## config.mk

```make
export PLATFORM = sky130hd
export DESIGN_NAME = muldiv_unit
export DESIGN_NICKNAME = d
export VERILOG_FILES = /design/src/muldiv_pkg.sv /design/src/muldiv_if.sv /design/src/div_serial.sv /design/src/hilo_regs.sv /design/src/mul_pipe.sv /design/src/muldiv_ctrl.sv /design/src/muldiv_unit.sv
export SDC_FILE = /design/constraint.sdc
export NUM_CORES = 2
export LEC_CHECK = 0
export ABC_CLOCK_PERIOD_IN_PS = 7850
export BUFFER_PORTS_ARGS = -buffer_cell sky130_fd_sc_hd__buf_2
export CAP_MARGIN = 20
export CORE_UTILIZATION = 50
export DETAILED_ROUTE_END_ITERATION = 10
export PLACE_DENSITY = 0.75
export SLEW_MARGIN = 40
export SYNTH_ARGS = -nofsm -noshare
export SYNTH_HDL_FRONTEND = slang
export SYNTH_SLANG_ARGS = --single-unit
```

## constraint.sdc

```tcl
create_clock -name clk -period 7.85 [get_ports clk]
set_input_delay 1.1775 -clock clk [delete_from_list [all_inputs] [get_ports clk]]
set_output_delay 1.1775 -clock clk [all_outputs]
set_load 0.01 [all_outputs]
```

## src/muldiv_pkg.sv

```systemverilog
`default_nettype none

package muldiv_pkg;

    // data and field widths of the integer core.
    typedef logic [31:0] word_t;
    typedef logic [63:0] dword_t;
    typedef logic [5:0]  opcode_t;
    typedef logic [5:0]  func_t;

    // source select for the HI/LO write path.
    typedef logic [1:0]  wr_src_t;

    localparam opcode_t OP_SPECIAL = 6'h00;

    localparam func_t FUNC_MTHI  = 6'h11;
    localparam func_t FUNC_MTLO  = 6'h13;
    localparam func_t FUNC_MULT  = 6'h18;
    localparam func_t FUNC_MULTU = 6'h19;
    localparam func_t FUNC_DIV   = 6'h1a;
    localparam func_t FUNC_DIVU  = 6'h1b;

    localparam wr_src_t WR_SRC_PROD = 2'd0; // product, upper half to HI.
    localparam wr_src_t WR_SRC_DIV  = 2'd1; // remainder to HI, quotient to LO.
    localparam wr_src_t WR_SRC_RS   = 2'd2; // rs operand of a move.

    // the unit is busy in every state but IDLE.
    typedef enum logic [1:0] {
        IDLE,
        MUL_WAIT,
        DIV_WAIT
    } ctrl_state_t;

endpackage

`default_nettype wire

```

## src/muldiv_if.sv

```systemverilog
`timescale 1ns/100ps
`default_nettype none

interface muldiv_if import muldiv_pkg::*; ();

    logic   mul_start;
    logic   div_start;
    logic   is_signed;
    word_t  op_a;
    word_t  op_b;

    logic   mul_done;
    dword_t product;

    logic   div_done;
    word_t  quotient;
    word_t  remainder;

    modport ctrl (
        output mul_start,
        output div_start,
        output is_signed,
        output op_a,
        output op_b,
        input  mul_done,
        input  div_done
    );

    modport mul (
        input  mul_start,
        input  is_signed,
        input  op_a,
        input  op_b,
        output mul_done,
        output product
    );

    modport div (
        input  div_start,
        input  is_signed,
        input  op_a,
        input  op_b,
        output div_done,
        output quotient,
        output remainder
    );

    modport regs (
        input  product,
        input  quotient,
        input  remainder
    );

endinterface

`default_nettype wire

```

## src/div_serial.sv

```systemverilog
`timescale 1ns/100ps
`default_nettype none

module div_serial import muldiv_pkg::*; (
    input  logic   clk,
    input  logic   reset,
    muldiv_if.div  ifc
);

    logic        running;
    logic [4:0]  count;
    logic        last;

    word_t       rem_q;       // partial remainder.
    word_t       dvd_q;       // dividend bits shift out, quotient bits shift in.
    word_t       dvs_q;
    word_t       dividend_q;
    logic        neg_quo;
    logic        neg_rem;
    logic        zero_div;

    word_t       mag_a;
    word_t       mag_b;
    logic [32:0] trial;
    logic [32:0] diff;
    logic        take;
    word_t       rem_next;
    word_t       quo_next;

    assign mag_a = (ifc.is_signed && ifc.op_a[31]) ? -ifc.op_a : ifc.op_a;
    assign mag_b = (ifc.is_signed && ifc.op_b[31]) ? -ifc.op_b : ifc.op_b;

    // one restoring step.
    assign trial    = {rem_q, dvd_q[31]};
    assign diff     = trial - {1'b0, dvs_q};
    assign take     = (trial >= {1'b0, dvs_q});
    assign rem_next = take ? diff[31:0] : trial[31:0];
    assign quo_next = {dvd_q[30:0], take};

    assign last = running && (count == 5'd31);

    always_ff @(posedge clk) begin
        if (reset) begin
            running      <= 1'b0;
            count        <= 5'd0;
            ifc.div_done <= 1'b0;
        end else begin
            ifc.div_done <= last;
            if (ifc.div_start) begin
                running <= 1'b1;
                count   <= 5'd0;
            end else if (running) begin
                count <= count + 5'd1;
                if (last)
                    running <= 1'b0;
            end
        end
    end

    always_ff @(posedge clk) begin
        if (ifc.div_start) begin
            rem_q      <= '0;
            dvd_q      <= mag_a;
            dvs_q      <= mag_b;
            dividend_q <= ifc.op_a;
            neg_quo    <= ifc.is_signed && (ifc.op_a[31] ^ ifc.op_b[31]);
            neg_rem    <= ifc.is_signed && ifc.op_a[31]; // remainder follows the dividend.
            zero_div   <= (ifc.op_b == '0);
        end else if (running) begin
            rem_q <= rem_next;
            dvd_q <= quo_next;
        end
    end

    // results are fixed up on the final step, together with div_done.
    always_ff @(posedge clk) begin
        if (last) begin
            if (zero_div) begin
                ifc.quotient  <= '1;
                ifc.remainder <= dividend_q;
            end else begin
                ifc.quotient  <= neg_quo ? -quo_next : quo_next;
                ifc.remainder <= neg_rem ? -rem_next : rem_next;
            end
        end
    end

endmodule

`default_nettype wire

```

## src/hilo_regs.sv

```systemverilog
`timescale 1ns/100ps
`default_nettype none

module hilo_regs import muldiv_pkg::*; (
    input  logic    clk,
    input  logic    reset,
    input  logic    wr_hi,
    input  logic    wr_lo,
    input  wr_src_t wr_src,
    input  word_t   wr_data_rs,
    muldiv_if.regs  ifc,
    output word_t   hi,
    output word_t   lo
);

    word_t hi_next;
    word_t lo_next;

    always_comb begin
        unique case (wr_src)
            WR_SRC_PROD: begin
                hi_next = ifc.product[63:32];
                lo_next = ifc.product[31:0];
            end
            WR_SRC_DIV: begin
                hi_next = ifc.remainder;
                lo_next = ifc.quotient;
            end
            default: begin
                hi_next = wr_data_rs; // a move enables only one of the two.
                lo_next = wr_data_rs;
            end
        endcase
    end

    always_ff @(posedge clk) begin
        if (reset) begin
            hi <= '0;
            lo <= '0;
        end else begin
            if (wr_hi)
                hi <= hi_next;
            if (wr_lo)
                lo <= lo_next;
        end
    end

endmodule

`default_nettype wire

```

## src/mul_pipe.sv

```systemverilog
`timescale 1ns/100ps
`default_nettype none

module mul_pipe import muldiv_pkg::*; #(
    parameter int MUL_LATENCY = 2
) (
    input  logic   clk,
    input  logic   reset,
    muldiv_if.mul  ifc
);

    logic signed [32:0] ext_a;
    logic signed [32:0] ext_b;
    logic signed [65:0] full;

    dword_t                 prod_q [MUL_LATENCY];
    logic [MUL_LATENCY-1:0] vld_q;

    // one extra bit lets a single signed multiply cover both forms.
    assign ext_a = {ifc.is_signed & ifc.op_a[31], ifc.op_a};
    assign ext_b = {ifc.is_signed & ifc.op_b[31], ifc.op_b};
    assign full  = ext_a * ext_b;

    always_ff @(posedge clk) begin
        if (ifc.mul_start)
            prod_q[0] <= full[63:0];
        for (int i = 1; i < MUL_LATENCY; i++) begin
            prod_q[i] <= prod_q[i-1];
        end
    end

    always_ff @(posedge clk) begin
        if (reset) begin
            vld_q <= '0;
        end else begin
            vld_q[0] <= ifc.mul_start;
            for (int i = 1; i < MUL_LATENCY; i++) begin
                vld_q[i] <= vld_q[i-1];
            end
        end
    end

    assign ifc.product  = prod_q[MUL_LATENCY-1];
    assign ifc.mul_done = vld_q[MUL_LATENCY-1]; // valid leaving the last stage.

endmodule

`default_nettype wire

```

## src/muldiv_ctrl.sv

```systemverilog
`timescale 1ns/100ps
`default_nettype none

module muldiv_ctrl import muldiv_pkg::*; #(
    parameter int MUL_LATENCY = 2
) (
    input  logic    clk,
    input  logic    reset,
    input  logic    issue,
    input  opcode_t opcode,
    input  func_t   func,
    input  word_t   rs_val,
    input  word_t   rt_val,
    output logic    busy,
    muldiv_if.ctrl  ifc,
    output logic    wr_hi,
    output logic    wr_lo,
    output wr_src_t wr_src,
    output word_t   wr_data_rs
);

    ctrl_state_t state;

    logic accept;
    logic is_mthi;
    logic is_mtlo;
    logic is_mul;
    logic is_div;
    logic mul_fin;
    logic div_fin;

    // the multiplier depth is fixed by the pipeline registers it is built with.
    if (MUL_LATENCY < 1 || MUL_LATENCY > 4) begin : g_latency_range
        $error("muldiv_ctrl: MUL_LATENCY must lie between 1 and 4");
    end

    assign accept  = issue && (state == IDLE) && (opcode == OP_SPECIAL);
    assign is_mthi = accept && (func == FUNC_MTHI);
    assign is_mtlo = accept && (func == FUNC_MTLO);
    assign is_mul  = accept && ((func == FUNC_MULT) || (func == FUNC_MULTU));
    assign is_div  = accept && ((func == FUNC_DIV) || (func == FUNC_DIVU));

    assign mul_fin = (state == MUL_WAIT) && ifc.mul_done;
    assign div_fin = (state == DIV_WAIT) && ifc.div_done;

    assign busy = (state != IDLE);

    always_ff @(posedge clk) begin
        if (reset) begin
            state <= IDLE;
        end else begin
            unique case (state)
                IDLE: begin
                    if (is_mul)
                        state <= MUL_WAIT;
                    else if (is_div)
                        state <= DIV_WAIT;
                end
                MUL_WAIT: if (mul_fin) state <= IDLE;
                DIV_WAIT: if (div_fin) state <= IDLE;
                default:  state <= IDLE;
            endcase
        end
    end

    // start strobes are one cycle wide since accept needs IDLE.
    always_ff @(posedge clk) begin
        if (reset) begin
            ifc.mul_start <= 1'b0;
            ifc.div_start <= 1'b0;
        end else begin
            ifc.mul_start <= is_mul;
            ifc.div_start <= is_div;
        end
    end

    always_ff @(posedge clk) begin
        if (is_mul || is_div) begin
            ifc.op_a      <= rs_val;
            ifc.op_b      <= rt_val;
            ifc.is_signed <= !func[0]; // the unsigned forms have bit 0 set.
        end
    end

    // moves write straight away, results write when the datapath reports done.
    assign wr_hi      = is_mthi || mul_fin || div_fin;
    assign wr_lo      = is_mtlo || mul_fin || div_fin;
    assign wr_data_rs = rs_val;

    always_comb begin
        unique case (state)
            MUL_WAIT: wr_src = WR_SRC_PROD;
            DIV_WAIT: wr_src = WR_SRC_DIV;
            default:  wr_src = WR_SRC_RS;
        endcase
    end

endmodule

`default_nettype wire

```

## src/muldiv_unit.sv

```systemverilog
`timescale 1ns/100ps
`default_nettype none

module muldiv_unit import muldiv_pkg::*; #(
    parameter int MUL_LATENCY = 2
) (
    input  logic    clk,
    input  logic    reset,
    input  logic    issue,
    input  opcode_t opcode,
    input  func_t   func,
    input  word_t   rs_val,
    input  word_t   rt_val,
    output logic    busy,
    output word_t   hi,
    output word_t   lo,
    output dword_t  hilo
);

    logic    wr_hi;
    logic    wr_lo;
    wr_src_t wr_src;
    word_t   wr_data_rs;

    muldiv_if mdif ();

    muldiv_ctrl #(
        .MUL_LATENCY (MUL_LATENCY)
    ) u_ctrl (
        .clk        (clk),
        .reset      (reset),
        .issue      (issue),
        .opcode     (opcode),
        .func       (func),
        .rs_val     (rs_val),
        .rt_val     (rt_val),
        .busy       (busy),
        .ifc        (mdif.ctrl),
        .wr_hi      (wr_hi),
        .wr_lo      (wr_lo),
        .wr_src     (wr_src),
        .wr_data_rs (wr_data_rs)
    );

    mul_pipe #(
        .MUL_LATENCY (MUL_LATENCY)
    ) u_mul (
        .clk   (clk),
        .reset (reset),
        .ifc   (mdif.mul)
    );

    div_serial u_div (
        .clk   (clk),
        .reset (reset),
        .ifc   (mdif.div)
    );

    hilo_regs u_regs (
        .clk        (clk),
        .reset      (reset),
        .wr_hi      (wr_hi),
        .wr_lo      (wr_lo),
        .wr_src     (wr_src),
        .wr_data_rs (wr_data_rs),
        .ifc        (mdif.regs),
        .hi         (hi),
        .lo         (lo)
    );

    assign hilo = {hi, lo};

endmodule

`default_nettype wire

```

Word-level counts from Yosys, hierarchy flattened
Memory sizes are Yosys's and may differ from the RTL's.
Index checks and enable logic that the tools add are counted.
{"block": "word_totals", "romBits": 0, "output_inout_bits": 129, "inputBits": 79, "ram_bits": 128, "reg_bits": 337, "n_memories": 1, "latchBits": 0}
{"block": "op_classes", "n_div": 0, "bitwise": 3, "muxes": 21, "n_eq_ne": 13, "reduce_logical": 28, "add_sub_neg": 6, "shift": 0, "mul": 1, "order_cmp": 1}
{"name": "u_mul.prod_q", "depth": 2, "width": 64, "rd": 2, "rd_ports_with_merged_regs": 0, "wr": 2, "line_no": "mul_pipe.sv:16", "text": "dword_t prod_q [MUL_LATENCY];"}
{"cell": "32-bit 2-to-1 mux", "count": 8}
{"cell": "32-bit negator", "count": 4}
{"cell": "32-bit case mux with 2 select lines", "count": 2}
{"cell": "33-bit by 33-bit multiplier with 64-bit output", "count": 1}
{"cell": "6-bit by 5-bit equality test with 1-bit output (second input constant)", "count": 6}
{"cell": "33-bit by 32-bit greater-or-equal comparator with 1-bit output", "count": 1}
{"cell": "32-bit logical NOT", "count": 1}
{"cell": "32-bit subtractor", "count": 1}
{"cell": "1-bit logical AND", "count": 12}
{"cell": "2-bit 2-to-1 mux", "count": 4}
{"cell": "1-bit logical OR", "count": 7}
{"cell": "6-bit logical NOT", "count": 1}
{"cell": "2-bit case mux with 3 select lines", "count": 1}
{"cell": "5-bit by 1-bit adder with 5-bit output (second input constant)", "count": 1}
{"cell": "5-bit equality test (second input constant)", "count": 1}
{"cell": "1-bit 2-to-1 mux", "count": 5}
{"cell": "2-bit by 1-bit equality test with 1-bit output (second input constant)", "count": 2}
{"cell": "2-bit logical NOT", "count": 2}
{"cell": "2-bit by 1-bit inequality test with 1-bit output (second input constant)", "count": 2}
{"cell": "2-bit case mux with 2 select lines", "count": 1}
{"cell": "2-bit nonzero test", "count": 2}
{"cell": "3-bit by 1-bit inequality test with 1-bit output (second input constant)", "count": 1}
{"cell": "3-bit AND reduction", "count": 1}
{"cell": "1-bit AND", "count": 2}
{"cell": "other kinds (4)", "count": 4}

Longest topological paths before layout
{"block": "logic_depth", "word_depth": 7, "depth_mapped": 33, "mapped_depth_nobuf": 30}

By module
Synthesis repeated with hierarchy kept, for this count alone.
{"block": "unflattened", "hier_cells": 6269, "area_unflattened_um2": 61539.0}
{"module": "mul_pipe", "cells_per_inst": 4319, "seq_area_each_um2": 3243.1, "n_inst": 1, "area_each_um2": 41466.0}
{"module": "div_serial", "cells_per_inst": 1370, "seq_area_each_um2": 5675.4, "n_inst": 1, "area_each_um2": 12897.4}
{"module": "hilo_regs", "cells_per_inst": 372, "seq_area_each_um2": 1281.2, "n_inst": 1, "area_each_um2": 4113.9}
{"module": "muldiv_ctrl", "cells_per_inst": 144, "seq_area_each_um2": 2031.9, "n_inst": 1, "area_each_um2": 2581.2}
{"module": "muldiv_unit", "cells_per_inst": 64, "seq_area_each_um2": 0.0, "n_inst": 1, "area_each_um2": 480.5}

Worst setup path before layout
No wires, ideal clock.
{"block": "synth_path", "path_type": "reg2reg", "start": "register u_ctrl.ifc.op_a[31]", "end": "memory u_mul.prod_q[0][62] (netlist name), data pin", "required_time_ns": 7.592, "arrival_ns": 8.156, "setup_time_ns": 0.258, "n_path_buf": 4, "slack_ns": -0.564, "stages_incl_launch_ff": 30, "cell_sequence": "edfxtp_1 clkbuf_1 nand2_1 inv_1 clkbuf_1 clkbuf_1 nand2_1 inv_1 fa_1 inv_1 fa_1 inv_1 fa_1 fa_1 inv_1 fa_1 fa_1 fa_1 fa_1 inv_1 ha_1 clkbuf_1 nand4_1 or3_1 a211o_1 o211ai_1 a211oi_1 o31ai_1 a21oi_1 xnor2_1"}
{"item": "start, declared", "line_no": "muldiv_if.sv:23", "text": "output op_a,"}
{"item": "start signal, assigned", "line_no": "muldiv_ctrl.sv:79", "text": "ifc.op_a <= rs_val;"}
{"item": "end, declared", "line_no": "mul_pipe.sv:16"}

==> metrics.txt <==
fin crit period 8.095 ns; drt total wl 185.4 mm; Power Internal 0.004589 W; Post-synth EDFFs 292; Psw 0.001874 W; share of layout cells above drive strength 1 15.59%; Leak Pwr 31.49 nW; DRT iter0 DRCs 4445; vias in the first global route 48103; part of the cycle the worst path needs 103.1%; Hold Buf Count CTS 0; slew at the pin closest to its max-slew limit 0.8892 ns; Worst R2R Setup Slack -0.24 ns; CTS clk-pin slew, worst paths 0.07 ns; Worst Skew 0.04587 ns; initial antenna violation count 5; detailed-route DRC error count 0; mean routed wirelength per cell 22.89 microns; ys flop type edfxtp_1; multi-input logic area 41260 sq um; max-slew violations 0; Placed Area 64950 sq um; Max-Cap Viols 0; design area 67940 sq um; Vias 45934; worst-case clock buffer depth 3; crit-path most repeated cell fa_1; GRT overflow 0; #FFs+latches synth 465; post-synthesis net count 7613; drt first pass iters 6; Crit. End Element register; Final Hold Vio Count 0; first-pass GRT wire length 283.3 mm; Rel. slew slack 39.94%; total track usage 31.15%; Sw Share 29.00%; Setup WS post-layout -0.2449 ns; core area 116800 sq um; hold crit path type register to register; share of the synthesized area in the top cell type 38.07%; Slowest-stage cell, CP fa_2; IO Pins 208; row cnt 125; Synth-to-Final Area Change 14.76%; Initial Util 50.68%; max reg flops 128; peak supply drop 0.0001659 V; Clock power frac 38.9%; Setup CP Type register to register; Num CTS Buffers 47; H-tree Lvls 2; Power per Cell Area 95.13 nW/um^2; fin cells 8098; clock root buffer clkbuf_16; largest net degree at the start of global routing 78; full die area 119800 sq um; Max Fanout on Critical Path 5; largest cells by area after synthesis fa_1, edfxtp_1, inv_1; Largest stage delay, worst path 0.68 ns; Die Span X 346.1 microns; Placer Congestion 0.9859; number of clock sinks 465; outcome complete, but fails checks; Fillers 9545; Top reg by flops u_mul.prod_q; async set or reset register ratio after synthesis 0%; mean post-synth cell area 9.620 sq um; failing checks negative setup slack; storage element area 12240 sq um; Syn Inst Count 6154; critical path arrival 8.49 ns; share of power burned in registers 41.4%; CTS tree done; register area share after synthesis 20.66%; Yosys warnings 0; Final #Nets 7990; PortBufs 207; Worst-Skew Late Latency 0.64 ns; Setup crit start kind register; Setup violations, final 7; RSZ-0062 raised after global routing yes; setup_tns -1.183 ns; Worst EP required 8.24 ns; DR vias/cell 5.672; Comb pwr share 19.7%; Inst Count DP 7948; post-route ant nets 0; die height 346.1 microns; synthesized cell area 59200 sq um; highest clock rate 123.5 MHz; Final HPWL DP 148.8 mm; post-synth top area cell fa_1; synth unique cells 88
## area by class of cell
class | count | share of cell area (%)
Tap cell | 1524 | 2.807
Sequential cell | 465 | 18.01
Antenna cell | 4 | 0.01473
Clock buffer | 57 | 1.847
Timing Repair Buffer | 769 | 9.316
Inverter | 1188 | 6.593
Clock inverter | 31 | 0.6814
Multi-Input combinational cell | 4060 | 60.73
## power by group through the flow
| stage | Combinational [W] | Sequential, W | Clock, W |
|---|---|---|---|
| detailed placement | 0.00119 | 0.00273 | 0 |
| global placement | 0.00118 | 0.00273 | 0 |
| finish | 0.00128 | 0.00267 | 0.00251 |
| CTS | 0.00123 | 0.00267 | 0.00253 |
| floorplan | 0.000802 | 0.00272 | 0 |
| global route | 0.00137 | 0.00268 | 0.00261 |
## cell usage in the layout (no fill, tap or decap), types with 90 or more instances in the layout
cell,n
a21oi_1,209
inv_1,1166
nand2_1,814
ha_1,238
fa_1,1107
xnor2_1,120
nor2_1,277
buf_2,207
xor2_1,90
o21ai_0,90
buf_4,448
dfxtp_1,170
and2_1,369
a211oi_1,102
edfxtp_1,292
## synthesized netlist by cell type, drive strengths merged (18+ instances only)
master / n
mux2i: 23
edfxtp: 292
a22oi: 65
ha: 254
o21ai: 116
buf: 112
a21oi: 228
nand2b: 26
nor2: 283
a31oi: 21
nor3: 40
nor4: 18
o31ai: 23
xnor2: 120
a211oi: 109
xor2: 90
inv: 1187
and3: 32
nand2: 827
dfxtp: 173
and2: 373
a21o: 45
clkbuf: 329
nand3: 20
fa: 1126
## kinds of logic after synthesis
logic type	count (synthesis)	share of synthesized area, %
and+or+nand+nor	1710	13.41
buffers and inverters	1629	10.79
adders and majority gates	1380	43.44
AOI/OAI and AO/OA	731	8.084
DFF	465	20.66
xor gates and xnor gates	210	3.107
muxes	29	0.5030
## worst max-delay path: cells and delay by family (launching register included)
kind	cells	cell delay, ns
adder cells (fa/ha/maj)	9	4.56
AO/OA/AOI/OAI	7	1.18
buffers and inverters	10	1.09
flip-flops	1	0.49
AND/OR/NAND/NOR	2	0.41
XOR/XNOR	1	0.13
## metal layers
layer,track usage (%),vias to the layer above,part of all wire [%],wire length (microns)
li1,-,19648,-,-
met2,49.47,2437,46,85000
met4,18.96,6,7.4,13710
met5,0,-,0.020,38
met3,4.979,543,9.1,16810
met1,40.21,23300,38,69820
## per-stage QoR
| stage | util (%) | power, W | hold WS, ns | setup slack (ns) |
|---|---|---|---|---|
| 3_3_place_gp | 55.57 | 0.003902 | 0.3248 | -0.5606 |
| 4_1_cts | 57.70 | 0.006428 | 0.3197 | -0.1426 |
| 5_1_grt | 58.15 | 0.006658 | 0.3269 | -0.4607 |
| 2_1_floorplan | - | 0.003518 | 0.3233 | -0.006253 |
| 6_report | 58.15 | 0.006463 | 0.3196 | -0.2449 |
| 3_5_place_dp | 55.59 | 0.003912 | 0.3269 | -0.5864 |
## path summary, 6_finish.rpt
| path | startpoint | endpoint | cells after the start |
|---|---|---|---|
| max reg2reg | u_ctrl.ifc.op_a[31] | u_mul.prod_q[0][59] | 29 |
| min reg2reg | u_mul.prod_q[0][1] | u_mul.prod_q[0][65] | 0 |
| min | u_mul.prod_q[0][1] | u_mul.prod_q[0][65] | 0 |
| max | u_ctrl.ifc.op_a[31] | u_mul.prod_q[0][59] | 29 |
## what timing repair did
item / CTS / global route
setup buffers: 46 / 20
resized for setup: 112 / 81
pin swaps: 78 / 58
endpoints found under the setup margin: 21 / 24
gates cloned: 0 / 1
endpoints found under the hold margin: 0 / 0
No activity file was read; power rests on OpenSTA's default activity.
